--- src/source/fib_pkg.sv ---
/*
 * Shared FIB definitions
 *   Packet format widths and table geometry
 *   Vector typedefs for bytes, prefixes, hashes and lengths
 *   Packed records for metadata, interests and lookup results
 */
`default_nettype none

package fib_pkg;

    // Packet format and table geometry
    localparam int PREFIX_BYTES = 8;
    localparam int HASH_W       = 10;
    localparam int LEN_LEVELS   = 64;

    // One byte on the SPI link
    typedef logic [7:0] spi_byte_t;

    // Name prefix, sent most significant byte first
    typedef logic [PREFIX_BYTES*8-1:0] prefix_t;

    // Table column and table row
    typedef logic [HASH_W-1:0] hash_t;
    typedef logic [$clog2(LEN_LEVELS)-1:0] prefix_len_t;

    // Metadata byte as it arrives on the link
    typedef struct packed {
        logic        spare;
        logic        is_interest;
        prefix_len_t len;
    } meta_t;

    // Interest record between FIB and PIT
    typedef struct packed {
        meta_t   meta;
        prefix_t prefix;
    } interest_t;

    // Search result handed to the output side
    typedef struct packed {
        meta_t   meta;
        prefix_t total_prefix;
        prefix_t longest_prefix;
    } lpm_result_t;

endpackage

`default_nettype wire

--- src/source/lpm_tx.sv ---
/*
 * Output side of the FIB
 *   Accepts a search result and sends a flag cycle
 *   followed by metadata, total prefix and longest prefix, MSB first
 */
`timescale 1ns/1ps
`default_nettype none

module lpm_tx
    import fib_pkg::*;
(
    input  logic        clk,
    input  logic        rst,
    input  logic        result_valid,
    input  lpm_result_t result,
    output logic        tx_busy,
    output logic        spi_tx_flag,
    output spi_byte_t   data_fib_to_spi
);

    typedef enum logic [2:0] {
        T_IDLE,
        T_FLAG,
        T_META,
        T_TOTAL,
        T_LONGEST
    } tx_state_t;

    tx_state_t  state_q;
    logic [2:0] byte_cnt_q;
    meta_t      meta_q;
    prefix_t    total_sr;
    prefix_t    longest_sr;
    logic       accept;

    assign tx_busy = (state_q != T_IDLE);
    assign accept  = result_valid && !tx_busy;

    always_ff @(posedge clk or posedge rst) begin
        if (rst) begin
            state_q    <= T_IDLE;
            byte_cnt_q <= '0;
        end else begin
            case (state_q)
                T_IDLE: begin
                    if (accept) begin
                        state_q <= T_FLAG;
                    end
                end
                T_FLAG: begin
                    state_q <= T_META;
                end
                T_META: begin
                    byte_cnt_q <= 3'(PREFIX_BYTES - 1);
                    state_q    <= T_TOTAL;
                end
                T_TOTAL: begin
                    byte_cnt_q <= byte_cnt_q - 3'd1;
                    if (byte_cnt_q == '0) begin
                        // Counter wraps to 7 for the next prefix
                        state_q <= T_LONGEST;
                    end
                end
                T_LONGEST: begin
                    byte_cnt_q <= byte_cnt_q - 3'd1;
                    if (byte_cnt_q == '0) begin
                        state_q <= T_IDLE;
                    end
                end
                default: begin
                    state_q <= T_IDLE;
                end
            endcase
        end
    end

    // Shift registers, top byte is the one on the link
    always_ff @(posedge clk) begin
        if (accept) begin
            meta_q     <= result.meta;
            total_sr   <= result.total_prefix;
            longest_sr <= result.longest_prefix;
        end
        if (state_q == T_TOTAL) begin
            total_sr <= total_sr << 8;
        end
        if (state_q == T_LONGEST) begin
            longest_sr <= longest_sr << 8;
        end
    end

    always_comb begin
        case (state_q)
            T_META:    data_fib_to_spi = spi_byte_t'(meta_q);
            T_TOTAL:   data_fib_to_spi = total_sr[63:56];
            T_LONGEST: data_fib_to_spi = longest_sr[63:56];
            default:   data_fib_to_spi = '0;
        endcase
    end

    assign spi_tx_flag = (state_q == T_FLAG);

    // Flag only follows a handshake with the search
    a_flag_after_accept: assert property (
        @(posedge clk) disable iff (rst) spi_tx_flag |-> $past(accept)
    );

endmodule

`default_nettype wire

--- config.mk ---
export PLATFORM = sky130hd
export DESIGN_NAME = lpm_tx
export DESIGN_NICKNAME = d
export VERILOG_FILES = /design/src/source/fib_pkg.sv /design/src/source/lpm_tx.sv
export SDC_FILE = /design/constraint.sdc
export NUM_CORES = 1
export LEC_CHECK = 0
export ABC_CLOCK_PERIOD_IN_PS = 10010
export BUFFER_PORTS_ARGS = -buffer_cell sky130_fd_sc_hd__buf_2
export CORE_ASPECT_RATIO = 0.6
export CORE_MARGIN = 3
export CORE_UTILIZATION = 55
export DETAILED_ROUTE_END_ITERATION = 16
export GPL_ROUTABILITY_DRIVEN = 0
export PLACE_DENSITY = 0.79
export SYNTH_ARGS = -nofsm -noshare
export SYNTH_HDL_FRONTEND = slang
export SYNTH_SLANG_ARGS = --single-unit
--- constraint.sdc ---
create_clock -name clk -period 10.01 [get_ports clk]
set_clock_uncertainty 0.15 [all_clocks]
set_input_delay 1.001 -clock clk [delete_from_list [all_inputs] [get_ports clk]]
set_output_delay 1.001 -clock clk [all_outputs]
set_load 0.005 [all_outputs]
**Word-level counts from Yosys, hierarchy flattened**

Cells that the tools add are included.

- Register bits: 142
- Input port bits: 139
- Output and inout port bits: 10
- Logic and storage cells: 37

- $add $sub $neg: 1
- Equality and inequality tests: 7
- Mux-type cells: 10
- Reduce and logical (&&, ||, !) cells: 10

Operators by type and width:

| kind | count |
|---|---|
| 2-to-1 mux 64 bit | 4 |
| case mux 8 bit (3 select lines) | 1 |
| case mux 3 bit (5 select lines) | 1 |
| 2-to-1 mux 3 bit | 3 |
| equality test 3 x 2 -> 1 bit (second input constant) | 2 |
| logical NOT 3 bit | 2 |
| != test 2 bit (second input constant) | 3 |
| case mux 3 bit (2 select lines) | 1 |
| nonzero test 2 bit | 3 |
| equality test 3 x 1 -> 1 bit (second input constant) | 1 |
| equality test 3 bit (second input constant) | 1 |
| AND reduction 3 bit | 1 |
| nonzero test 3 bit | 1 |
| subtractor 3 x 1 -> 3 bit (second input constant) | 1 |
| OR reduction 2 bit | 1 |
| logical AND 1 bit | 1 |
| logical NOT 1 bit | 1 |

**Logic depth before layout (Yosys ltp)**

- Depth in word-level cells: 5
- Mapped depth: 6
- Gate-level depth less buffers: 6

**Least setup slack after synthesis**

No wires, ideal clock.

- Kind: input port to flip-flop
- Start point: in result_valid
- End point: reg total_sr[10], enable pin
- Library setup time: 0.470 ns
- Arrival time: 3.407 ns
- Data required time: 9.390 ns
- Setup slack: 5.983 ns
- Stages: 2
- Path buffers: 0
- Cells stage by stage: a21oi_1 -> nor2_1

- Word-level cells in the longest chain between the ends: 2

Ends and longest elaborated chain:

| element | RTL line | text |
|---|---|---|
| from (decl) | lpm_tx.sv:14 | `input logic result_valid,` |
| logical AND 1 bit | lpm_tx.sv:37 | `assign accept = result_valid && !tx_busy;` |
| nonzero test 2 bit (no line) | -- |  |
| to (signal assigned) | lpm_tx.sv:81 | `total_sr <= result.total_prefix;` |
| to (signal assigned) | lpm_tx.sv:85 | `total_sr <= total_sr << 8;` |
| to (decl) | lpm_tx.sv:32 | `prefix_t total_sr;` |

No other way between the ends.
A chain may end at the register's enable or synchronous reset.

**Final worst setup path**

- Start point: reg state_q[1]
- End point: out data_fib_to_spi[7]

- Word-level cells in the longest chain between the ends: 2
- Elaborated cells between the ends (all ways): 4
- Those cells by class: 3 x eq/ne; 1 x mux

Ends and longest elaborated chain:

| element | RTL line | text |
|---|---|---|
| from (decl) | lpm_tx.sv:29 | `tx_state_t state_q;` |
| from (signal assigned) | lpm_tx.sv:41 | `state_q <= T_IDLE;` |
| from (signal assigned) | lpm_tx.sv:47 | `state_q <= T_FLAG;` |
| from (signal assigned) | lpm_tx.sv:51 | `state_q <= T_META;` |
| equality test 3 bit or equality test 3 x 2 -> 1 bit (tied branches) | lpm_tx.sv:93 | `case (state_q)` |
| case mux 8 bit (3 select lines) * | lpm_tx.sv:93 |  |
| to (decl) | lpm_tx.sv:18 | `output spi_byte_t data_fib_to_spi` |

Every way passes the cells marked *; elsewhere a longest branch is shown, timed or not.

==> out/metrics.cfg <==
[run_status]
status = completed

[critical_path]
critPathKind = flop to output pin
startpoint_type = flop
critPathMaxFanout = 59
worstPathRequired_ns = 8.86
endpoint_kind = output pin
worstPathArrival_ns = 2.34
reg2reg_depth = 6

[pwr]
power_per_cell_area_mw_per_mm2 = 291.2
peakVddDrop_v = 0.0001637
p_leak_uw = 0.003054

[logic_synthesis]
yosysWarnings = 0
avgSynthCellArea_sq_um = 11.55
synth.most_common_cell = edfxtp_1
synth_area_sq_mm = 0.006526
ys_async_sr_fraction = 0.04225
synth_nets = 706
ys_seq_elements = 142
synthCells = 565
synth_area_leaders = edfxtp_1, a22oi_1, nand3b_1, dfxtp_1, a21oi_1
synthTopCellsByCount = edfxtp_1, a22oi_1, nor2_1, a21oi_1, nand2_1
yosys.area.top_type = edfxtp_1
ys_types = 36
synth_edf_count = 120
ys.flop_type = edfxtp_1
synth_top_area_frac = 0.5521
ys_seq_area_frac = 0.6242

[run]
maxCapViolations = 0

[placement]
dp_hpwl_mm = 9.571
io_buffer_count = 148
postPlaceCellArea_sq_mm = 0.007268

[clock_tree]
cts_buffers = 17
root_buffer = clkbuf_16
cts.htree.levels = 4
clkTransAtPathRegs_ns = 0.06
postCtsHoldBufs = 0
post_cts_buffers = 0
clock_latency_ns = 0.42
cts_buffer_depth = 2
cts_sinks = 142
tritoncts = done
cts_resized = 0

[sta]
hold_viol = 0
slew_violations = 0
relSlewSlack = 0.2342
timing.final.crit_share = 0.3486
fmax_mhz = 286.5
final.setup.tns_ns = 0
timing_worst_slew_pin_value_ns = 1.147
setup_violations = 0
rsz0062_at_grt = false
post-route-min-period_ns = 3.490

[route]
viasPerCell = 5.719
ant_nets = 0
drtIter0Drc = 398
vias = 4930
first_pass_iters = 6
wire_per_inst_um = 17.84
routed_wirelength_mm = 15.38
drc = 0

[finish]
regArea_sq_mm = 0.004079
drive_gt1_frac = 0.2792
area_growth_pct = 22.01
final_net_count = 830
post-route-cell-area_sq_mm = 0.007963
multi_input_area_sq_mm = 0.002143
antennaDiodeCount = 0
num-fill-cells = 835

[global_route]
grt_pass1_vias = 4936
antenna_found_initial = 0
grt_overflow = 0
grt_pass1_wl_mm = 24.52
busiest_layer = met2
use_met3 = 0.06720
grt_max_degree = 91
grtUsageMet2 = 0.3504
gr-usage-all-layers = 0.2336
grtUsageMet1 = 0.3301

[die]
fp.coreArea_sq_mm = 0.01145
num_rows = 30
ios = 149
die_area_sq_mm = 0.01325
initial_core_util = 0.5701
die_w_um = 146.6
die_h_um = 90.38

[min_path]
holdPathStages = 2
hp-class = flop to flop

[per-stage QoR]
| step | instances | hold WS [ns] | setup slack (ns) | utilization | total power (uW) |
|---|---|---|---|---|---|
| after floorplan | 565 | 0.2925 | 5.983 | - | 1417 |
| after global placement | 830 | 0.3079 | 7.020 | 0.6349 | 1550 |
| after detailed placement | 830 | 0.3117 | 6.951 | 0.6349 | 1582 |
| after CTS | 862 | 0.3205 | 6.529 | 0.6955 | 2326 |
| after global routing | 862 | 0.3552 | 6.401 | 0.6955 | 2442 |
| final | 862 | 0.3268 | 6.520 | 0.6955 | 2319 |
[cells in the final DEF (no fill, tap or decap), types with 2 or more instances in the layout]
cell type | netlist | routed
mux2i_1 | 12 | 12
buf_4 | 8 | 6
nor2_1 | 61 | 60
dfxtp_1 | 16 | 16
dfrtp_1 | 6 | 4
a21oi_1 | 58 | 58
nand3b_1 | 56 | 56
o21ai_0 | 2 | 2
nand2_1 | 58 | 58
clkinv_4 | 0 | 4
ha_1 | 2 | 2
o2bb2ai_1 | 8 | 8
inv_1 | 16 | 15
clkbuf_16 | 0 | 17
a22o_1 | 7 | 7
clkinvlp_4 | 0 | 2
a22oi_1 | 64 | 64
o21ai_1 | 3 | 3
buf_2 | 28 | 148
o22ai_1 | 8 | 8
bufinv_16 | 0 | 7
o221ai_1 | 2 | 2
edfxtp_1 | 120 | 120
[path summary, 6_finish.rpt]
path	startpoint	to	slack (ns)
min in group asynchronous	rst	byte_cnt_q[0]$_DFFE_PP0P_	0.36
setup reg to reg	state_q[1]$_DFFE_PP0P_	total_sr[58]$_DFFE_PP_	7.00
hold reg to reg	total_sr[6]$_SDFFE_PN0N_	total_sr[6]$_SDFFE_PN0N_	0.33
setup / recovery	state_q[1]$_DFFE_PP0P_	data_fib_to_spi[7]	6.52
max in group asynchronous	rst	state_q[2]$_DFFE_PP0P_	9.12
hold / removal	total_sr[6]$_SDFFE_PN0N_	total_sr[6]$_SDFFE_PN0N_	0.33
[layout make-up]
type,instances,area share
clock buffers,18,0.05390
clock inverters,14,0.03331
inverters,16,0.007542
multi-input cells,358,0.2692
flip-flops and latches,142,0.5123
well taps,160,0.02514
repair buffers,154,0.09868
[sequential cells by signal, indices dropped and copies added, names as in the netlist]
signal / count
longest_sr: 64
total_sr: 64
meta_q: 8
byte_cnt_q: 3
state_q: 3
[where the power goes]
group          total [uW]  switching, uW  internal, uW
sequential            943           63.1           879
combinational         639            410           229
clock                 737            244           493
total                2320            717          1600
[per-layer routing]
metal / part of all wire / wire length, um
met4: 0.015 / 233
met3: 0.083 / 1277
met2: 0.46 / 7019
met1: 0.45 / 6847
met5: 0 / 0
[cells by family after synthesis]
group / synth area share
mux: 0.01841
simple gates: 0.1476
xor+xnor: 0.001342
flops: 0.6242
compound gates: 0.1549
buf+inv: 0.04965
fa+ha+maj: 0.003834
[critical path, stage by stage (launching register included)]
cell and delay, ns:
dfrtp_2 0.40, or2_2 0.68, nor2_2 0.50, o2bb2ai_1 0.18, buf_2 0.14
Note: power is estimated with default switching activity, not from simulation.
