--- src/source/fib_pkg.sv ---
/*
 * Shared FIB definitions
 *   Packet format widths and table geometry
 *   Vector typedefs for bytes, prefixes, hashes and lengths
 *   Packed records for metadata, interests and lookup results
 */
`default_nettype none

package fib_pkg;

    // Packet format and table geometry
    localparam int PREFIX_BYTES = 8;
    localparam int HASH_W       = 10;
    localparam int LEN_LEVELS   = 64;

    // One byte on the SPI link
    typedef logic [7:0] spi_byte_t;

    // Name prefix, sent most significant byte first
    typedef logic [PREFIX_BYTES*8-1:0] prefix_t;

    // Table column and table row
    typedef logic [HASH_W-1:0] hash_t;
    typedef logic [$clog2(LEN_LEVELS)-1:0] prefix_len_t;

    // Metadata byte as it arrives on the link
    typedef struct packed {
        logic        spare;
        logic        is_interest;
        prefix_len_t len;
    } meta_t;

    // Interest record between FIB and PIT
    typedef struct packed {
        meta_t   meta;
        prefix_t prefix;
    } interest_t;

    // Search result handed to the output side
    typedef struct packed {
        meta_t   meta;
        prefix_t total_prefix;
        prefix_t longest_prefix;
    } lpm_result_t;

endpackage

`default_nettype wire

--- src/source/lpm_search.sv ---
/*
 * Longest-prefix search
 *   Takes an interest from the PIT and walks the length rows downward
 *   Two cycles per level, hash then check
 *   Holds the result until the output side is free
 */
`timescale 1ns/1ps
`default_nettype none

module lpm_search
    import fib_pkg::*;
(
    input  logic        clk,
    input  logic        rst,
    input  logic        fib_out_bit,
    input  interest_t   pit_in,
    input  logic        rd_hit,
    input  logic        tx_busy,
    output prefix_len_t rd_len,
    output hash_t       rd_hash,
    output logic        result_valid,
    output lpm_result_t result
);

    typedef enum logic [1:0] {
        S_IDLE,
        S_HASH,
        S_CHECK,
        S_HOLD
    } search_state_t;

    search_state_t state_q;
    prefix_len_t   len_q;
    prefix_t       work_q;
    prefix_t       total_q;
    meta_t         meta_q;
    hash_t         work_hash;
    logic          done;

    // Hash of the working prefix, ready in the check cycle
    prefix_hash search_hash_inst (
        .clk    (clk),
        .rst    (rst),
        .prefix (work_q),
        .hash   (work_hash)
    );

    assign rd_len  = len_q;
    assign rd_hash = work_hash;

    // Hit, or nothing shorter left to try
    assign done = rd_hit || (len_q == '0);

    always_ff @(posedge clk or posedge rst) begin
        if (rst) begin
            state_q <= S_IDLE;
            len_q   <= '0;
        end else begin
            case (state_q)
                S_IDLE: begin
                    if (fib_out_bit) begin
                        len_q   <= pit_in.meta.len;
                        state_q <= S_HASH;
                    end
                end
                S_HASH: begin
                    state_q <= S_CHECK;
                end
                S_CHECK: begin
                    if (done) begin
                        state_q <= S_HOLD;
                    end else begin
                        len_q   <= len_q - prefix_len_t'(1);
                        state_q <= S_HASH;
                    end
                end
                S_HOLD: begin
                    // Released once the output side takes it
                    if (!tx_busy) begin
                        state_q <= S_IDLE;
                    end
                end
                default: begin
                    state_q <= S_IDLE;
                end
            endcase
        end
    end

    always_ff @(posedge clk) begin
        if (state_q == S_IDLE && fib_out_bit) begin
            work_q  <= pit_in.prefix;
            total_q <= pit_in.prefix;
            meta_q  <= pit_in.meta;
        end
        // Drop the bit numbered by the current length on a miss
        if (state_q == S_CHECK && !done) begin
            work_q[len_q] <= 1'b0;
        end
    end

    assign result_valid = (state_q == S_HOLD);
    assign result       = '{meta: meta_q, total_prefix: total_q, longest_prefix: work_q};

    // Search stops at length zero, never wraps around to the top row
    a_len_no_wrap: assert property (
        @(posedge clk) disable iff (rst)
        (state_q != S_IDLE && len_q == '0) |=> (len_q != '1)
    );

endmodule

`default_nettype wire

--- src/source/prefix_hash.sv ---
/*
 * Prefix hash
 *   XOR fold of a 64-bit prefix into a table column
 *   One register stage, result valid one cycle after the input
 */
`timescale 1ns/1ps
`default_nettype none

module prefix_hash
    import fib_pkg::*;
(
    input  logic    clk,
    input  logic    rst,
    input  prefix_t prefix,
    output hash_t   hash
);

    // Number of full slices that fit in a prefix
    localparam int SLICES = $bits(prefix_t) / HASH_W;

    hash_t fold;

    always_comb begin
        // Leftover top bits, zero padded at the top
        fold = hash_t'(prefix[$bits(prefix_t)-1:SLICES*HASH_W]);
        for (int i = 0; i < SLICES; i++) begin
            fold = fold ^ prefix[i*HASH_W +: HASH_W];
        end
    end

    always_ff @(posedge clk or posedge rst) begin
        if (rst) begin
            hash <= '0;
        end else begin
            hash <= fold;
        end
    end

endmodule

`default_nettype wire

--- config.mk ---
export PLATFORM = sky130hd
export DESIGN_NAME = lpm_search
export DESIGN_NICKNAME = d
export VERILOG_FILES = /design/src/source/fib_pkg.sv /design/src/source/lpm_search.sv /design/src/source/prefix_hash.sv
export SDC_FILE = /design/constraint.sdc
export NUM_CORES = 1
export LEC_CHECK = 0
export BUFFER_PORTS_ARGS = -buffer_cell sky130_fd_sc_hd__buf_2
export CORE_ASPECT_RATIO = 0.7
export CORE_MARGIN = 2
export CORE_UTILIZATION = 49
export CTS_CLUSTER_DIAMETER = 120
export DETAILED_ROUTE_END_ITERATION = 12
export GPL_ROUTABILITY_DRIVEN = 1
export PLACE_DENSITY = 0.91
export SYNTH_ARGS = -nofsm -noshare
export SYNTH_HDL_FRONTEND = slang
export SYNTH_SLANG_ARGS = --single-unit
--- constraint.sdc ---
create_clock -name clk -period 3.6 [get_ports clk]
set_input_delay 0.54 -clock clk [delete_from_list [all_inputs] [get_ports clk]]
set_output_delay 0.54 -clock clk [all_outputs]
set_load 0.02 [all_outputs]
-- Word level (Yosys, flattened, before mapping)
Index checks and enable logic that the tools add are counted.
- register bits: 154
- input port bits: 77
- output and inout bits: 153
- word-level logic and storage cells: 46
- add/subtract/negate cells: 1
- order comparisons: 2
- eq/ne operators: 6
- multiplexer cells: 11
- bitwise gates (word level): 8
- reductions and logical operators: 10
- operators by type and width (operator ; number):
    $mux 64 ; 2
    $and 64x64->64 ; 1
    $not 64->64 ; 1
    $xor 10x10->10 ; 5
    $mux 6 ; 2
    $pmux 6 s2 ; 1
    $xor 4x10->10 ; 1
    $pmux 2 s4 ; 1
    $lt 6x7->1 const B ; 1
    $demux 1 s6 ; 1
    $ge 6x1->1 const B ; 1
    $logic_not 6->1 ; 1
    $mux 2 ; 3
    $ne 2x2->1 const B ; 3
    $sub 6x1->6 const B ; 1
    $eq 2x2->1 const B ; 2
    $logic_and 1x1->1 ; 3
    $reduce_and 3->1 ; 1
    $eq 2x1->1 const B ; 1
    $logic_not 2->1 ; 1
    $reduce_and 2->1 ; 1
    $reduce_bool 2->1 ; 1
    $logic_not 1->1 ; 1
    $logic_or 1x1->1 ; 1
    $mux 1 ; 1

-- Depth between registers and ports, before layout
- depth in word-level cells: 7
- depth in mapped cells: 7
- depth with buffers taken out: 5

-- Cells and area by module
Synthesis repeated with hierarchy kept, for this count alone.
- cell total of the unflattened synthesis: 412
- area total of the unflattened synthesis: 5929.4 sq um
- modules (own cells, without submodules) (module ; times used ; cells an instance ; area an instance (sq um) ; sequential area each (sq um)):
    lpm_search ; 1 ; 361 ; 5132.4 ; 3643.5
    prefix_hash ; 1 ; 51 ; 797.0 ; 250.2

-- Worst setup path before layout
OpenSTA, ideal clock, no wires.
- path type: input port to flip-flop
- from: input port fib_out_bit
- to: register work_q[62]
- library setup time: 0.131 ns
- data arrival time: 2.641 ns
- data required time: 3.469 ns
- path slack: 0.827 ns
- cell stages on the path: 5
- path buffers: 1
- path through: nand2_1 > buf_4 > inv_1 > mux2i_1 > a21oi_1
- cells in the longest elaborated chain, start to end: 4
- ends and longest elaborated chain (element ; line ; text):
    start, declared ; lpm_search.sv:15 ; input logic fib_out_bit,
    $logic_and 1x1->1 * ; lpm_search.sv:91 ; if (state_q == S_IDLE && fib_out_bit) begin
    $mux 64 * ; lpm_search.sv:91 ;
    $and 64x64->64 (no source line) ; - ;
    $mux 64 * ; lpm_search.sv:97 ; if (state_q == S_CHECK && !done) begin
    end signal, assigned ; lpm_search.sv:92 ; work_q <= pit_in.prefix;
    end, declared ; lpm_search.sv:34 ; prefix_t work_q;
Mark *: on every way between the ends. The rest lies on a longest branch, timed or not.
A chain may end at the register's enable or synchronous reset.

-- Final worst setup path
- from: register state_q[1]
- to: register work_q[54]
- cells in the longest elaborated chain, start to end: 5
- elaborated cells on any way between the ends: 7
- those cells by class: eq/ne (1); mux (2); bitwise (1); reduce/logical (3)
- ends and longest elaborated chain (element ; line ; text):
    start, declared ; lpm_search.sv:32 ; search_state_t state_q;
    start signal, assigned ; lpm_search.sv:56 ; state_q <= S_IDLE;
    start signal, assigned ; lpm_search.sv:63 ; state_q <= S_HASH;
    start signal, assigned ; lpm_search.sv:67 ; state_q <= S_CHECK;
    $logic_not 2->1 ; lpm_search.sv:91 ;
    $logic_and 1x1->1 ; lpm_search.sv:91 ;
    $mux 64 ; lpm_search.sv:91 ;
    $and 64x64->64 (no source line) ; - ;
    $mux 64 * ; lpm_search.sv:97 ;
Marked as above.

==> qor.yml <==
status:
  status: "complete, no violations"
cts:
  cts_root_buf: "clkbuf_16"
  htree_levels: 4
  ctsHoldBuffers: 0
  post_cts_buffers: 0
  numCtsBuffers: 17
  clkSinkCount: 154
  post_cts_resized: 0
  clockBufferDepth: 2
  clk_pin_slew_ns: 0.07
  cts_tree: "built"
  worstSkewPairLatency_ns: 0.42
timing:
  period_needed_ns: 2.313
  max_freq_mhz: 432.3
  setup_viol: 0
  tightest_slew_ns: 1.086
  drv_slew: 0
  whs_ns: 0.2906
  grt_setup_unrepaired: "false"
  skew_ns: 0.01433
  slew_headroom: 0.2705
  worst_slack_ns: 1.287
  hold_viol: 0
  fin_crit_sh: 0.6425
  setup-tns-final_ns: 0
power_and_ir_drop:
  p_leak_nw: 3.647
  peakVddDrop_v: 0.0004402
  p_per_area_mw_per_mm2: 1104
setup_path:
  cp-start-kind: "flip-flop"
  crit_type: "flip-flop to flip-flop"
  rrSetupSlack_ns: 1.29
  crit_required_ns: 3.85
  critPathCaptureType: "flip-flop"
  cp_max_fo: 10
  critPathArrivalTime_ns: 2.56
finish:
  areaGrowthSynthToFinish_pct: 31.41
  finalNetCount: 741
  fill_cells: 887
  antennaDiodeCount: 0
  drive_above_1_share: 0.4207
global_routing:
  grt_pass1_wl_um: 24870
  gr-total-overflow: 0
  track_usage: 0.2655
  grt_pass1_vias: 4443
  antenna_found_initial: 1
  grt_max_degree: 55
drt:
  ant_nets: 0
  wl_met3_um: 1602
  wire_per_inst_um: 20.37
  dr_total_vias: 4449
  wirelength_met1_um: 7009
  drc: 0
  vias_per_cell: 5.347
  drt_wl_total_um: 16950
  routed.top_layer: "met4"
  drtIter0Drc: 265
  drt-pass1-iter-count: 5
  met2WireLength_um: 8014
min_path:
  min_path_type: "primary input to async pin"
synthesis:
  syn_inst: 425
  synth_edf_count: 72
  syn-cell-area_mm2: 0.005919
  synth.distinct_cells: 39
  syn_avg_cell_area_um2: 13.93
  seq_area_frac_synth: 0.6578
  synthArstFlopShare: 0.1169
  ys.warnings.count: 0
  ys_seq_elements: 154
  synth_nets: 504
  ys.flop_type: "edfxtp_1"
floorplan:
  num_rows: 33
  die_h_um: 95.96
  die_area_mm2: 0.01299
  core_mm2: 0.01173
  dieWidth_um: 135.4
  start_util: 0.5048
  ioPinCount: 230
placement:
  gp_congestion: 0.9672
  preCtsSetupSlack_ns: 1.400
  dp.final_hpwl_um: 12680
  portBuffers: 229
run:
  cap_violations: 0
## synth_stat cells (all sizes together), types with 2 or more instances
master / number / share of area
nor2: 13 / 0.0082
dfxtp: 64 / 0.22
o2bb2a: 3 / 0.0057
nand3: 5 / 0.0042
mux2i: 65 / 0.11
nand2: 8 / 0.0055
buf: 15 / 0.016
edfxtp: 72 / 0.37
dfrtp: 18 / 0.076
a21oi: 70 / 0.060
ha: 2 / 0.0042
o21ai: 5 / 0.0042
nor3b: 3 / 0.0063
nor3: 7 / 0.012
xor2: 14 / 0.021
xnor2: 40 / 0.059
nor2b: 2 / 0.0021
inv: 5 / 0.0032
## worst paths after layout
| path | startpoint | endpoint | depth (start not counted) |
|---|---|---|---|
| max | state_q[1]$_DFFE_PP0P_ | work_q[54]$_DFF_P_ | 4 |
| max reg2reg | state_q[1]$_DFFE_PP0P_ | work_q[54]$_DFF_P_ | 4 |
| max in group asynchronous | rst | search_hash_inst.hash[1]$_DFF_PP0_ | 2 |
| min in group clk | pit_in[70] | result[134]$_DFFE_PN_ | 1 |
| min reg2reg | work_q[34]$_DFF_P_ | work_q[34]$_DFF_P_ | 2 |
| min | rst | search_hash_inst.hash[0]$_DFF_PP0_ | 2 |
## cell families after synthesis
group,after synthesis,share of synthesized area
compound gates,83,0.07673
xor+xnor,54,0.07990
fa+ha+maj,2,0.004227
buf+inv,21,0.01945
flops,154,0.6578
mux,65,0.1099
simple gates,46,0.05200
## cell usage in the layout, fill, tap and decap left out, types with 4 or more instances in the layout
| cell | n |
|---|---|
| a21oi_1 | 69 |
| buf_2 | 229 |
| buf_4 | 5 |
| clkbuf_16 | 17 |
| dfrtp_1 | 18 |
| dfxtp_1 | 64 |
| edfxtp_1 | 72 |
| inv_1 | 4 |
| inv_6 | 6 |
| mux2i_1 | 65 |
| nand2_1 | 6 |
| nand3_1 | 5 |
| nor2_1 | 13 |
| o21ai_0 | 5 |
| xnor2_1 | 40 |
| xor2_1 | 14 |
## state kept, by name (all words and copies together), names as in the netlist
register	flops
search_hash_inst.hash	10
rd_len	6
result	8
total_q	64
work_q	64
state_q	2
## worst max-delay path, stage by stage, from the launching register on
cell and delay [ns]:
dfrtp_1 0.47, nor2b_1 0.58, nand3b_2 0.24, nor2_1 0.69, a21oi_1 0.17
## power by group
part	switching, mW	internal (mW)	leakage, nW
Sequential	0.583	2.55	1.41
Clock	0.766	0.931	0.275
Combinational	2.31	1.45	1.96
Total	3.66	4.93	3.65
## routing by layer
metal | global-route usage | vias up
met5 | 0 | -
met4 | 0.09462 | 0
met3 | 0.09215 | 24
met2 | 0.4264 | 268
met1 | 0.3384 | 2131
li1 | - | 2026
## per-stage QoR
stage,power [mW],std cells,util,instance area (um2)
global route,9.017,832,0.6634,7779
finish,8.584,832,0.6634,7779
floorplan,5.622,425,-,5919
global placement,6.742,800,0.6150,7212
CTS,8.614,832,0.6634,7779
detailed placement,6.895,800,0.6150,7212
## layout make-up
class                      count  area (um2)  area share
inverter                       5       20.02    0.002574
sequential                   154        3894      0.5006
timing repair buffer         234        1184      0.1522
tap                          157       196.4     0.02525
multi-input combinational    250        1918      0.2466
clock inverter                14       127.6     0.01641
clock buffer                  18       439.2     0.05646
Note: power is estimated with default switching activity, not from simulation.
