$ cat src/source/fib_pkg.sv
/*
 * Shared FIB definitions
 *   Packet format widths and table geometry
 *   Vector typedefs for bytes, prefixes, hashes and lengths
 *   Packed records for metadata, interests and lookup results
 */
`default_nettype none

package fib_pkg;

    // Packet format and table geometry
    localparam int PREFIX_BYTES = 8;
    localparam int HASH_W       = 10;
    localparam int LEN_LEVELS   = 64;

    // One byte on the SPI link
    typedef logic [7:0] spi_byte_t;

    // Name prefix, sent most significant byte first
    typedef logic [PREFIX_BYTES*8-1:0] prefix_t;

    // Table column and table row
    typedef logic [HASH_W-1:0] hash_t;
    typedef logic [$clog2(LEN_LEVELS)-1:0] prefix_len_t;

    // Metadata byte as it arrives on the link
    typedef struct packed {
        logic        spare;
        logic        is_interest;
        prefix_len_t len;
    } meta_t;

    // Interest record between FIB and PIT
    typedef struct packed {
        meta_t   meta;
        prefix_t prefix;
    } interest_t;

    // Search result handed to the output side
    typedef struct packed {
        meta_t   meta;
        prefix_t total_prefix;
        prefix_t longest_prefix;
    } lpm_result_t;

endpackage

`default_nettype wire

$ cat src/source/interest_rx.sv
/*
 * Input side of the FIB
 *   Parses one metadata byte and eight prefix bytes from SPI
 *   Pulses interest packets to the PIT hash table and the learning path
 */
`timescale 1ns/1ps
`default_nettype none

module interest_rx
    import fib_pkg::*;
(
    input  logic      clk,
    input  logic      rst,
    input  logic      rx_valid,
    input  spi_byte_t data_spi_to_fib,
    output logic      prefix_ready,
    output interest_t pit_out,
    output logic      learn_valid,
    output interest_t learn
);

    typedef enum logic [1:0] {
        RX_IDLE,
        RX_META,
        RX_PREFIX
    } rx_state_t;

    rx_state_t state_q;
    logic [2:0] byte_cnt_q;
    logic       ready_q;
    meta_t      meta_q;
    prefix_t    prefix_q;
    prefix_t    prefix_next;
    interest_t  packet_q;
    logic       last_byte;

    // Prefix with the current byte shifted in at the bottom
    assign prefix_next = {prefix_q[55:0], data_spi_to_fib};
    assign last_byte   = (state_q == RX_PREFIX) && (byte_cnt_q == '0);

    always_ff @(posedge clk or posedge rst) begin
        if (rst) begin
            state_q    <= RX_IDLE;
            byte_cnt_q <= '0;
            ready_q    <= 1'b0;
        end else begin
            ready_q <= 1'b0;
            case (state_q)
                RX_IDLE: begin
                    // rx_valid only counts here
                    if (rx_valid) begin
                        state_q <= RX_META;
                    end
                end
                RX_META: begin
                    byte_cnt_q <= 3'(PREFIX_BYTES - 1);
                    state_q    <= RX_PREFIX;
                end
                RX_PREFIX: begin
                    byte_cnt_q <= byte_cnt_q - 3'd1;
                    if (byte_cnt_q == '0) begin
                        // Data packets are consumed silently
                        ready_q <= meta_q.is_interest;
                        state_q <= RX_IDLE;
                    end
                end
                default: begin
                    state_q <= RX_IDLE;
                end
            endcase
        end
    end

    always_ff @(posedge clk) begin
        if (state_q == RX_META) begin
            meta_q <= meta_t'(data_spi_to_fib);
        end
        if (state_q == RX_PREFIX) begin
            prefix_q <= prefix_next;
        end
        // Record captured with the last byte, same edge as the pulse
        if (last_byte && meta_q.is_interest) begin
            packet_q <= '{meta: meta_q, prefix: prefix_next};
        end
    end

    // PIT and learning path see the same record
    assign prefix_ready = ready_q;
    assign learn_valid  = ready_q;
    assign pit_out      = packet_q;
    assign learn        = packet_q;

    // A full packet lies between two pulses
    a_ready_single: assert property (
        @(posedge clk) disable iff (rst) prefix_ready |=> !prefix_ready
    );

endmodule

`default_nettype wire

$ cat config.mk
export PLATFORM = sky130hd
export DESIGN_NAME = interest_rx
export DESIGN_NICKNAME = d
export VERILOG_FILES = /design/src/source/fib_pkg.sv /design/src/source/interest_rx.sv
export SDC_FILE = /design/constraint.sdc
export NUM_CORES = 1
export LEC_CHECK = 0
export CAP_MARGIN = 15
export CORE_ASPECT_RATIO = 0.75
export CORE_MARGIN = 2
export CORE_UTILIZATION = 45
export CTS_CLUSTER_DIAMETER = 60
export CTS_CLUSTER_SIZE = 25
export DETAILED_ROUTE_END_ITERATION = 10
export DONT_BUFFER_PORTS = 1
export GPL_TIMING_DRIVEN = 0
export SKIP_LAST_GASP = 1
export SYNTH_ARGS = -nofsm -noshare
export SYNTH_HDL_FRONTEND = slang
export SYNTH_SLANG_ARGS = --single-unit
export TNS_END_PERCENT = 100
$ cat constraint.sdc
create_clock -name clk -period 3.91 [get_ports clk]
set_input_delay 0.391 -clock clk [delete_from_list [all_inputs] [get_ports clk]]
set_output_delay 0.391 -clock clk [all_outputs]
set_load 0.01 [all_outputs]
* After elaboration in Yosys (flattened, before gate mapping)
Index checks and enable logic that the tools add are counted.
Cells by class: $add $sub $neg 1, multipliers 0, divide/modulo/power cells 0, magnitude comparators 0, equal/unequal tests 4, shifts and indexed selects 0, muxes and demuxes 6, bitwise logic cells 0, reduce and logical (&&, ||, !) cells 6
Operator list (count):
- 2-bit case mux with 3 select lines | 1
- 3-bit case mux with 2 select lines | 1
- 2-bit two-way mux | 2
- 3-bit logical NOT | 1
- 3-bit by 1-bit subtractor with 3-bit output (second input constant) | 1
- 2-bit by 1-bit == test with 1-bit output (second input constant) | 1
- 2-bit == test (second input constant) | 1
- 1-bit logical AND | 2
- 2-bit logical NOT | 1
- 1-bit two-way mux | 2
- 2-bit by 1-bit inequality test with 1-bit output (second input constant) | 1
- 2-bit inequality test (second input constant) | 1
- 2-bit AND reduction | 1
- 2-bit nonzero test | 1
Word-level totals: register bits after elaboration 142, bits in latches 0, bits in writable memories 0, ROM bits 0, input bits 11, output and inout bits 146, word-level logic and storage cells 28, memories kept 0

* Logic depth before layout (Yosys ltp)
Gate-level depths: netlist of run 1.
depth in word-level cells 3, depth in mapped cells 5, gate-level depth less buffers 5

* Least setup slack after synthesis of run 1
OpenSTA, ideal clock, no wires.
kind register to register, start point register state_q[0], end point register packet_q (netlist bit learn[0]), enable pin, setup time 0.399 ns, arrival time 3.234 ns, required time 3.511 ns, path slack 0.277 ns, cell stages (with the launch flop) 4, path buffers 0, clock period less this slack 3.633 ns, cell sequence dfrtp_1 inv_1 ha_1 and4b_2
On the way: cells in the longest elaborated chain, start to end 3
Ends and longest elaborated chain:
- from (decl) | RTL line interest_rx.sv:28 | rx_state_t state_q;
- from (signal assigned) | RTL line interest_rx.sv:43 | state_q <= RX_IDLE;
- from (signal assigned) | RTL line interest_rx.sv:52 | state_q <= RX_META;
- from (signal assigned) | RTL line interest_rx.sv:57 | state_q <= RX_PREFIX;
- 2-bit == test | RTL line interest_rx.sv:39 | assign last_byte = (state_q == RX_PREFIX) && (byte_cnt_q == '0);
- 1-bit logical AND | RTL line interest_rx.sv:39
- 1-bit logical AND | RTL line interest_rx.sv:82 | if (last_byte && meta_q.is_interest) begin
- to (signal assigned) | RTL line interest_rx.sv:83 | packet_q <= '{meta: meta_q, prefix: prefix_next};
- to (decl) | RTL line interest_rx.sv:34 | interest_t packet_q;
Every way passes these cells. A chain may end at the register's enable or synchronous reset.

* Final worst setup path of run 1
start point register state_q[0], end point register packet_q (netlist bit learn[60]), enable pin
The elaborated chain is that of the path after synthesis.

==> impl_results.md, run 1 <==
- Final Cell Area: 5838 sq um
- I/O pins: 157
- Port-buffer cells: 0
- RSZ-0062 raised after global routing: no
- Routed vias/inst: 4.732
- Vias: 1978
- Nets@finish: between 200 and 300
- Sequential element share of the synthesized area: 0.8445
- WHS Path Cells: 0
- Starting Density: 0.4599
- Leak: 2.101 nW
- Syn. warnings: 0
- Most frequent cells in the layout: edfxtp_1, buf_4, clkbuf_16
- R2R depth: 4
- Detailed Route Iter0 Violations: 162
- CTS H-tree depth: 4
- CP Capture Type: flop
- Status: complete, no violations
- Clk_lat worst skew: 0.41 ns
- Post-Syn Area: 5014 sq um
- Largest net degree at the start of global routing: 60
- M1 GR Usage: 0.1367
- Setup Skew: ~0.007 ns
- Aggregate routed wire length: 6930 um
- Total core area: 10900 sq um
- Initial antenna violation count: 0
- Tcrit/Tclk final: 0.6835
- Tot GR Track Use: 0.1180
- TritonCTS clock tree: done
- Hpwl dp: about 4100 um
- Final core utilization: 0.5356
- Pwr Total: 3.878 mW
- Slew Viols, Final: 0
- R2R Setup Slk: 1.24 ns
- Power per cell area: 664.2 nW/um^2
- Total global routing overflow: 0
- Max Fclk: 0.3742 GHz
- Final setup viols: 0
- Final min period: 2.672 ns
- Crit-path max FO: 59
- Synthesized flop and latch total: 142
- Critical Path RT: about 4.0 ns
- Critical path class: flop to flop
- Root Driver: clkbuf_16
- Element type at the critical path start: flop
- Die Y: 95.41 um
- WP data arrival: 2.76 ns
- Number of diodes: 0
- Largest buffer count on any clock path: 2
- Least-Margin Pin Slew: about 0.84 ns
- Max-cap violations: 0
- Die X-Extent: 125.9 um
- Most common cell after layout, fill and taps aside: edfxtp_1
- Drt drc: 0
- Global route hottest layer: met2
- Total Neg Setup Slack: 0 ns
- Routability Congestion: 0.7334
- Clk pin slew, worst setup/hold paths: 0.06 ns
- Sink Count: 142
- Syn avg cell area: between 20 and 25 sq um
- P&R area growth vs syn: 16.45%
- Syn_nets: 262
- DR WL/cell: 16.58 um
- DRT antenna net count: 0
- First-pass GRT wire length: 10030 um
- HP Class: input pin to flop
- Slew margin rel.: 0.4409
- Grt met2 use: 0.1720
- Met3 usage: 0.06678
- Maximum VDD drop: roughly 0.00057 V
- DIE AREA: 12010 sq um
- TritonCTS Buffers: 17
- # rows: 33
- Share of cells above drive strength 1: 0.3957
- Router iterations before antenna repair: 4
- Hold Vio Cnt, Final: 0
- DP Area: 5231 sq um
- Number of global-route vias before repair: between 1500 and 2000
- Synth unique cells: 17
- Syn Inst Count: approximately 240
synthesized netlist by cell type (all sizes together):
master,n,area share
inv,5,0.0037
nor2,3,0.0022
a21oi,3,0.0037
ha,7,0.017
and4b,2,0.0045
buf,73,0.11
a31oi,1,0.0012
nand3,2,0.0020
dfrtp,6,0.030
o21ai,1,0.0010
o21a,1,0.0015
a311oi,1,0.0017
mux2,1,0.0030
nor2b,1,0.0012
edfxtp,136,0.81
nand2b,1,0.0027
through the flow:
step	setup slack, ns	hold slack [ns]	instances
floorplan	0.2772	0.1820	244
global placement	-1.082	0.2177	384
detailed placement	1.217	0.2200	385
CTS	1.197	0.05631	418
global route	1.057	0.04289	418
finish	1.238	0.07638	418
power by group:
group / leakage, nW / total, mW / internal (mW) / switching [mW]
clock network: 0.288 / 1.60 / 1.00 / 0.597
logic: 0.506 / 0.223 / 0.0626 / 0.161
registers: 1.31 / 2.05 / 1.98 / 0.0792
total: 2.10 / 3.88 / 3.04 / 0.837
per-layer routing:
layer  part of all wire  up-vias
li1                   -      871
met5                  0        -
met4              0.017        0
met1               0.41      988
met3              0.094       10
met2               0.48      109
worst paths after layout:
path	start	to
max in group asynchronous	rst	state_q[1]$_DFFE_PP0P_
min	data_spi_to_fib[6]	learn[6]$_DFFE_PP_
max	state_q[0]$_DFFE_PP0P_	learn[60]$_DFFE_PP_
min in group asynchronous	rst	learn_valid$_DFF_PP0_
min reg2reg	prefix_q[55]$_DFFE_PN_	learn[63]$_DFFE_PP_
max reg2reg	state_q[0]$_DFFE_PP0P_	learn[60]$_DFFE_PP_
timing repair:
| item | in CTS | in global routing |
|---|---|---|
| setup endpoints to repair | 0 | 0 |
| hold endpoints to repair | 6 | 0 |
| hold buffers | 1 | 0 |
| resized for setup | 0 | 0 |
| setup buffers | 0 | 0 |
kinds of logic after synthesis:
kind of cell,count (synthesis),share of synthesized area
flip-flops,142,0.8445
AND/OR/NAND/NOR,9,0.01273
buffers and inverters,78,0.1131
AO/OA/AOI/OAI,7,0.009235
adder cells (fa/ha/maj),7,0.01747
multiplexers,1,0.002994
worst max-delay path, cell delays in order (launching register included):
cell and delay [ns]:
dfrtp_1 0.41, inv_1 0.17, ha_4 0.69, and4b_4 0.68
buf_16 0.29
layout make-up:
type | instances | area [sq um]
buffer | 73 | 548.0
clock buffer | 18 | 429.2
clock inverter | 14 | 167.7
fill | 833 | 5062
inverter | 5 | 18.77
multi-input combinational | 24 | 227.7
sequential | 142 | 4234
tap | 140 | 175.2
timing repair buffer | 2 | 37.54
flip-flops by register name (all words and copies together), names as in the netlist:
name / flops
prefix_q: 56
learn: 72
meta_q: 8
byte_cnt_q: 3
learn_valid: 1
state_q: 2
Power figures use the tool's default switching activity.
==> inputs of run 2 (changes only) <==
==> constraint.sdc (replaced) <==
create_clock -name clk -period 2.35 [get_ports clk]
set_input_delay 0.235 -clock clk [delete_from_list [all_inputs] [get_ports clk]]
set_output_delay 0.235 -clock clk [all_outputs]
set_load 0.01 [all_outputs]
==> run 2 against run 1 <==
  * Cell area is 1.9% higher
  * Non-clock buffer count is 9 higher
  * Register-to-register slack worse by 1.1 ns
  * Sequential share of layout area is 1.3 points lower
  * Die area stayed put
  * Largest cell class unchanged
  * Clock power is 71% higher
  * Wire length is 7.8% higher
  * First-iteration DRC count is 3.7% higher
  * Total power is 70% higher
==> impl_results.md, run 2 (synthesized netlist as in run 1, its figures left out) <==
- Status: complete, no violations
- RSZ-0062 raised after global routing: no
- Final min period: 2.177 ns (-0.4949 ns)
- PnR worst setup slack: 0.1726 ns (-1.065 ns)
- Share of cells above drive strength 1: 0.3854 (-0.01027)
- Router iterations before antenna repair: 4 (unchanged)
- Maximum VDD drop: 0.0007785 V (+37%)
- Largest buffer count on any clock path: 2 (unchanged)
- Final setup viols: 0 (unchanged)
- Hold Vio Cnt, Final: 0 (unchanged)
- Initial antenna violation count: 0 (unchanged)
- # rows: 33 (unchanged)
- Number of diodes: 0 (unchanged)
- Leak: 2.139 nW (+1.8%)
- Hpwl dp: 4059 um (-1.3%)
- Fillcell total: 842 (+1.1%)
- DR WL/cell: 17.46 um (+5.3%)
- DIE AREA: 12010 sq um (unchanged)
- Die Y: 95.41 um (unchanged)
- FF+latch area: 4234 sq um (unchanged)
- Most frequent cells in the layout: edfxtp_1, buf_4, clkbuf_16
- Detailed Route Iter0 Violations: 168 (+3.7%)
- CTS H-tree depth: 4 (unchanged)
- HP Class: input pin to flop
- Die X-Extent: 125.9 um (unchanged)
- Critical path class: flop to flop
- Total global routing overflow: 0 (unchanged)
- Clk pin slew, worst setup/hold paths: 0.06 ns (about the same)
- Clk_lat worst skew: 0.41 ns (about the same)
- Routed vias/inst: 4.701 (-0.66%)
- I/O pins: 157 (unchanged)
- Vias: 2012 (+1.7%)
- Tot GR Track Use: 0.1278 (+0.009784)
- CP Capture Type: flop
- P&R area growth vs syn: 18.62%
- Crit-path max FO: 36 (-39%)
- Max Fclk: 0.4593 GHz (+23%)
- Worst setup startpoint: state_q[0]$_DFFE_PP0P_
- TritonCTS Buffers: 17 (unchanged)
- Setup Skew: 0.008428 ns (+0.001330 ns)
- Routability Congestion: 0.7644 (+4.2%)
- Largest net degree at the start of global routing: 37 (-38%)
- Tcrit/Tclk final: 0.9265 (+0.2431)
- Port-buffer cells: 0 (unchanged)
- Nets@finish: 293 (+3.5%)
- DRT antenna net count: 0 (unchanged)
- Critical Path RT: 2.39 ns (-1.61 ns)
- Dpl ws: -0.5822 ns (-1.800 ns)
- Root Driver: clkbuf_16
- Multi-input gate area: 241.5 sq um (+6.0%)
- Slew Viols, Final: 0 (unchanged)
- Aggregate routed wire length: 7473 um (+7.8%)
- Slew margin rel.: 0.5948 (+0.1540)
- First-pass GRT wire length: 10980 um (+9.6%)
- Most common cell after layout, fill and taps aside: edfxtp_1
- Power per cell area: 1108 nW/um^2 (+67%)
- Max-cap violations: 0 (unchanged)
- Hold Path Origin: rx_valid
- Sink Count: 142 (unchanged)
- TritonCTS clock tree: done
- Drt drc: 0 (unchanged)
- WP data arrival: 2.22 ns (-0.54 ns)
- Pwr Total: 6.589 mW (+70%)
- Reg2reg start: state_q[0]$_DFFE_PP0P_
- Max reg flops: 72 (unchanged)
- Element type at the critical path start: flop
- Number of global-route vias before repair: 2051 (+6.7%)
- Least-Margin Pin Slew: 0.6078 ns (-0.2309 ns)
- Starting Density: 0.4599 (unchanged)
- Total core area: 10900 sq um (unchanged)
-- run 2: critical path, cell delays in order, from the launching register on --
cell,delay (ns)
dfrtp_1,0.41
inv_1,0.17
ha_4,0.46
and4b_4,0.74
-- run 2: path summary, 6_finish.rpt --
kind	end	slack (ns)	cells past startpoint
max in group asynchronous	state_q[1]$_DFFE_PP0P_	1.96	2
min reg2reg	learn[60]$_DFFE_PP_	0.42	0
min in group asynchronous	learn_valid$_DFF_PP0_	0.19	2
max	learn[6]$_DFFE_PP_	0.17	3
max reg2reg	learn[6]$_DFFE_PP_	0.17	3
min	state_q[1]$_DFFE_PP0P_	0.17	3
-- run 2: layer usage --
metal,wire [um],vias up,global-route usage
met5,0,-,0
met4,111,0,0.06960
met3,548,10,0.04770
met2,3757,102,0.2088
met1,3056,1007,0.1489
li1,-,893,-
-- run 2: report_power, final --
part | total, mW | leakage (nW) | internal, mW | switching (mW)
combinational | 0.433 | 0.545 | 0.139 | 0.293
sequential | 3.42 | 1.31 | 3.28 | 0.138
clock | 2.74 | 0.288 | 1.69 | 1.05
total | 6.59 | 2.14 | 5.11 | 1.48
-- run 2: area by class of cell --
cell class | count | share of cell area
buffer | 73 | 0.09215
clock buffer | 18 | 0.07217
clock inverter | 14 | 0.03030
inverter | 5 | 0.003156
multi-input combinational | 25 | 0.04061
sequential | 142 | 0.7120
tap | 140 | 0.02946
timing repair buffer | 11 | 0.02020
-- run 2: what timing repair did --
action	in CTS	in global routing
hold buffers	10	0
setup endpoints to repair	72	0
hold endpoints to repair	31	0
buffers inserted	1	0
gates resized for setup	1	0
-- run 2: stage by stage --
stage                     std cells  hold slack [ns]  instance area, sq um    util  TNS (ns)
final                           428           0.1719                  5947  0.5456         0
after global routing            428           0.1764                  5947  0.5456         0
after CTS                       428           0.1585                  5947  0.5456         0
after detailed placement        384          0.06667                  5204  0.4774    -40.94
after global placement          384          0.06394                  5204  0.4774    -40.31
after floorplan                 244          0.02596                  5029       -         0
==> inputs of run 3 (changes only) <==
--- a/config.mk
+++ b/config.mk
@@ -14,6 +14,7 @@
 export DETAILED_ROUTE_END_ITERATION = 10
 export DONT_BUFFER_PORTS = 1
 export GPL_TIMING_DRIVEN = 0
+export PLACE_DENSITY = 0.61
 export SKIP_LAST_GASP = 1
 export SYNTH_ARGS = -nofsm -noshare
 export SYNTH_HDL_FRONTEND = slang
==> run 3 against run 2 <==
  * Combinational power is essentially flat
  * Global-route usage is 0.67 points lower
  * Via count increased by 0.30%
  * Sequential power barely moved
  * Flip-flop and latch count stayed put
  * Clock-buffer cell count is the same
  * Register-to-register slack worse by 0.02 ns
  * Cell area is 0.57% lower
  * Critical endpoint is now learn[2]$_DFFE_PP_
  * Largest cell class unchanged
==> impl_results.md, run 3 (synthesized netlist as in run 1, its figures left out) <==
- Status: complete, no violations
- Initial antenna violation count: 0 (unchanged)
- CTS H-tree depth: 4 (unchanged)
- Least-Margin Pin Slew: 0.6290 ns (+0.02118 ns)
- Most common cell after layout, fill and taps aside: edfxtp_1
- DRT antenna net count: 0 (unchanged)
- Final setup viols: 0 (unchanged)
- Critical path class: flop to flop
- # rows: 33 (unchanged)
- Max reg flops: 72 (unchanged)
- Most frequent cells in the layout: edfxtp_1, buf_4, clkbuf_16
- I/O pins: 157 (unchanged)
- P&R area growth vs syn: 17.94%
- Hold Vio Cnt, Final: 0 (unchanged)
- Die X-Extent: 125.9 um (unchanged)
- Leak: 2.129 nW (-0.51%)
- DR WL/cell: 17.16 um (-1.7%)
- Slew Viols, Final: 0 (unchanged)
- Drt drc: 0 (unchanged)
- Share of cells above drive strength 1: 0.3868 (+0.001343)
- CP Capture Type: flop
- WP data arrival: 2.23 ns (about the same)
- Starting Density: 0.4599 (unchanged)
- Critical Path RT: 2.38 ns (about the same)
- DIE AREA: 12010 sq um (unchanged)
- Crit-path max FO: 36 (unchanged)
- Detailed Route Iter0 Violations: 139 (-17%)
- Slew margin rel.: 0.5807 (-0.01412)
- Clk_lat worst skew: 0.40 ns (about the same)
- Port-buffer cells: 0 (unchanged)
- Max-cap violations: 0 (unchanged)
- Tcrit/Tclk final: 0.9370 (+0.01046)
- Die Y: 95.41 um (unchanged)
- Max Fclk: 0.4541 GHz (-1.1%)
- Hpwl dp: 3983 um (-1.9%)
- Element type at the critical path start: flop
- TritonCTS Buffers: 17 (unchanged)
- Number of global-route vias before repair: 1951 (-4.9%)
- Fillcell total: 834 (-0.95%)
- Power per cell area: 1091 nW/um^2 (-1.5%)
- Dpl ws: -0.5819 ns (+0.0002760 ns)
- Vias: 2018 (+0.30%)
- HP Class: input pin to flop
- Total core area: 10900 sq um (unchanged)
- Router iterations before antenna repair: 4 (unchanged)
- Routed vias/inst: 4.726 (+0.53%)
- Clk pin slew, worst setup/hold paths: 0.05 ns (about the same)
- Largest buffer count on any clock path: 2 (unchanged)
- Tot GR Track Use: 0.1210 (-0.006748)
- Setup Skew: 0.009206 ns (+0.0007778 ns)
- WHS Path Cells: 2 (-1)
- First-pass GRT wire length: 10400 um (-5.3%)
- Nets@finish: 292 (-0.34%)
- Root Driver: clkbuf_16
- Number of diodes: 0 (unchanged)
- Routability Congestion: 0.7179 (-6.1%)
- Pwr Total: 6.451 mW (-2.1%)
- Total global routing overflow: 0 (unchanged)
- RSZ-0062 raised after global routing: no
- Aggregate routed wire length: 7326 um (-2.0%)
- Final min period: 2.202 ns (+0.02459 ns)
- TritonCTS clock tree: done
- Sink Count: 142 (unchanged)
- Largest net degree at the start of global routing: 37 (unchanged)
- R2R depth: 3 (unchanged)
- Maximum VDD drop: 0.0005645 V (-27%)
- PnR worst setup slack: 0.1480 ns (-0.02459 ns)
run 3: cell count changes in the layout (fill, tap and decap cells not counted), sizes merged:
| cell | before | now |
|---|---|---|
| clkinv | 2 | 5 |
| bufinv | 3 | 2 |
| clkinvlp | 3 | 2 |
| dlygate4sd3 | 10 | 9 |
| inv | 11 | 10 |
run 3: power by group:
group          switching, mW  internal [mW]  leakage (nW)  total [mW]
clock                   1.02           1.58         0.281        2.60
combinational          0.295          0.137         0.541       0.431
sequential             0.135           3.28          1.31        3.42
run 3: final timing paths:
path | start | to | slack (ns)
min | rx_valid | state_q[0]$_DFFE_PP0P_ | 0.04
min in group asynchronous | rst | byte_cnt_q[0]$_DFFE_PP0P_ | 0.19
min reg2reg | prefix_q[54]$_DFFE_PN_ | learn[62]$_DFFE_PP_ | 0.42
max | state_q[0]$_DFFE_PP0P_ | learn[2]$_DFFE_PP_ | 0.15
max in group asynchronous | rst | state_q[1]$_DFFE_PP0P_ | 1.95
max reg2reg | state_q[0]$_DFFE_PP0P_ | learn[2]$_DFFE_PP_ | 0.15
run 3: cell type report:
cell class | instances | area (sq um) | area share
flip-flops and latches | 142 | 4234 | 0.7160
inverters | 5 | 18.77 | 0.003174
well taps | 140 | 175.2 | 0.02962
repair buffers | 10 | 110.1 | 0.01862
plain buffers | 73 | 548.0 | 0.09268
clock inverters | 14 | 156.4 | 0.02645
clock buffers | 18 | 429.2 | 0.07258
multi-input cells | 25 | 241.5 | 0.04084
run 3: per-layer routing:
layer / part of all wire / vias to the layer above / wire [um] / global-route usage
li1: - / 899 / - / -
met1: 0.41 / 1013 / 3036 / 0.1448
met2: 0.50 / 95 / 3645 / 0.1886
met3: 0.074 / 11 / 541 / 0.05275
met4: 0.014 / 0 / 102 / 0.06319
met5: 0 / - / 0 / 0
run 3: worst max-delay path, stage by stage, from the launching register on:
cell	delay (ns)
dfrtp_1	0.41
inv_1	0.17
ha_4	0.49
and4b_4	0.76
run 3: through the flow:
stage	std cells	area, sq um	hold slack, ns	utilization	TNS, ns
after floorplan	244	5029	0.02596	-	0
after CTS	427	5913	0.02058	0.5425	0
after global placement	384	5204	0.06004	0.4774	-40.33
after global routing	427	5913	0.02926	0.5425	0
final	427	5913	0.03502	0.5425	0
after detailed placement	384	5204	0.06735	0.4774	-41.35
run 3: repair_timing:
item | in CTS | in global routing
hold endpoints to repair | 30 | 0
buffers inserted | 1 | 0
resized for setup | 1 | 0
endpoints found under the setup margin | 72 | 0
hold buffers | 9 | 0
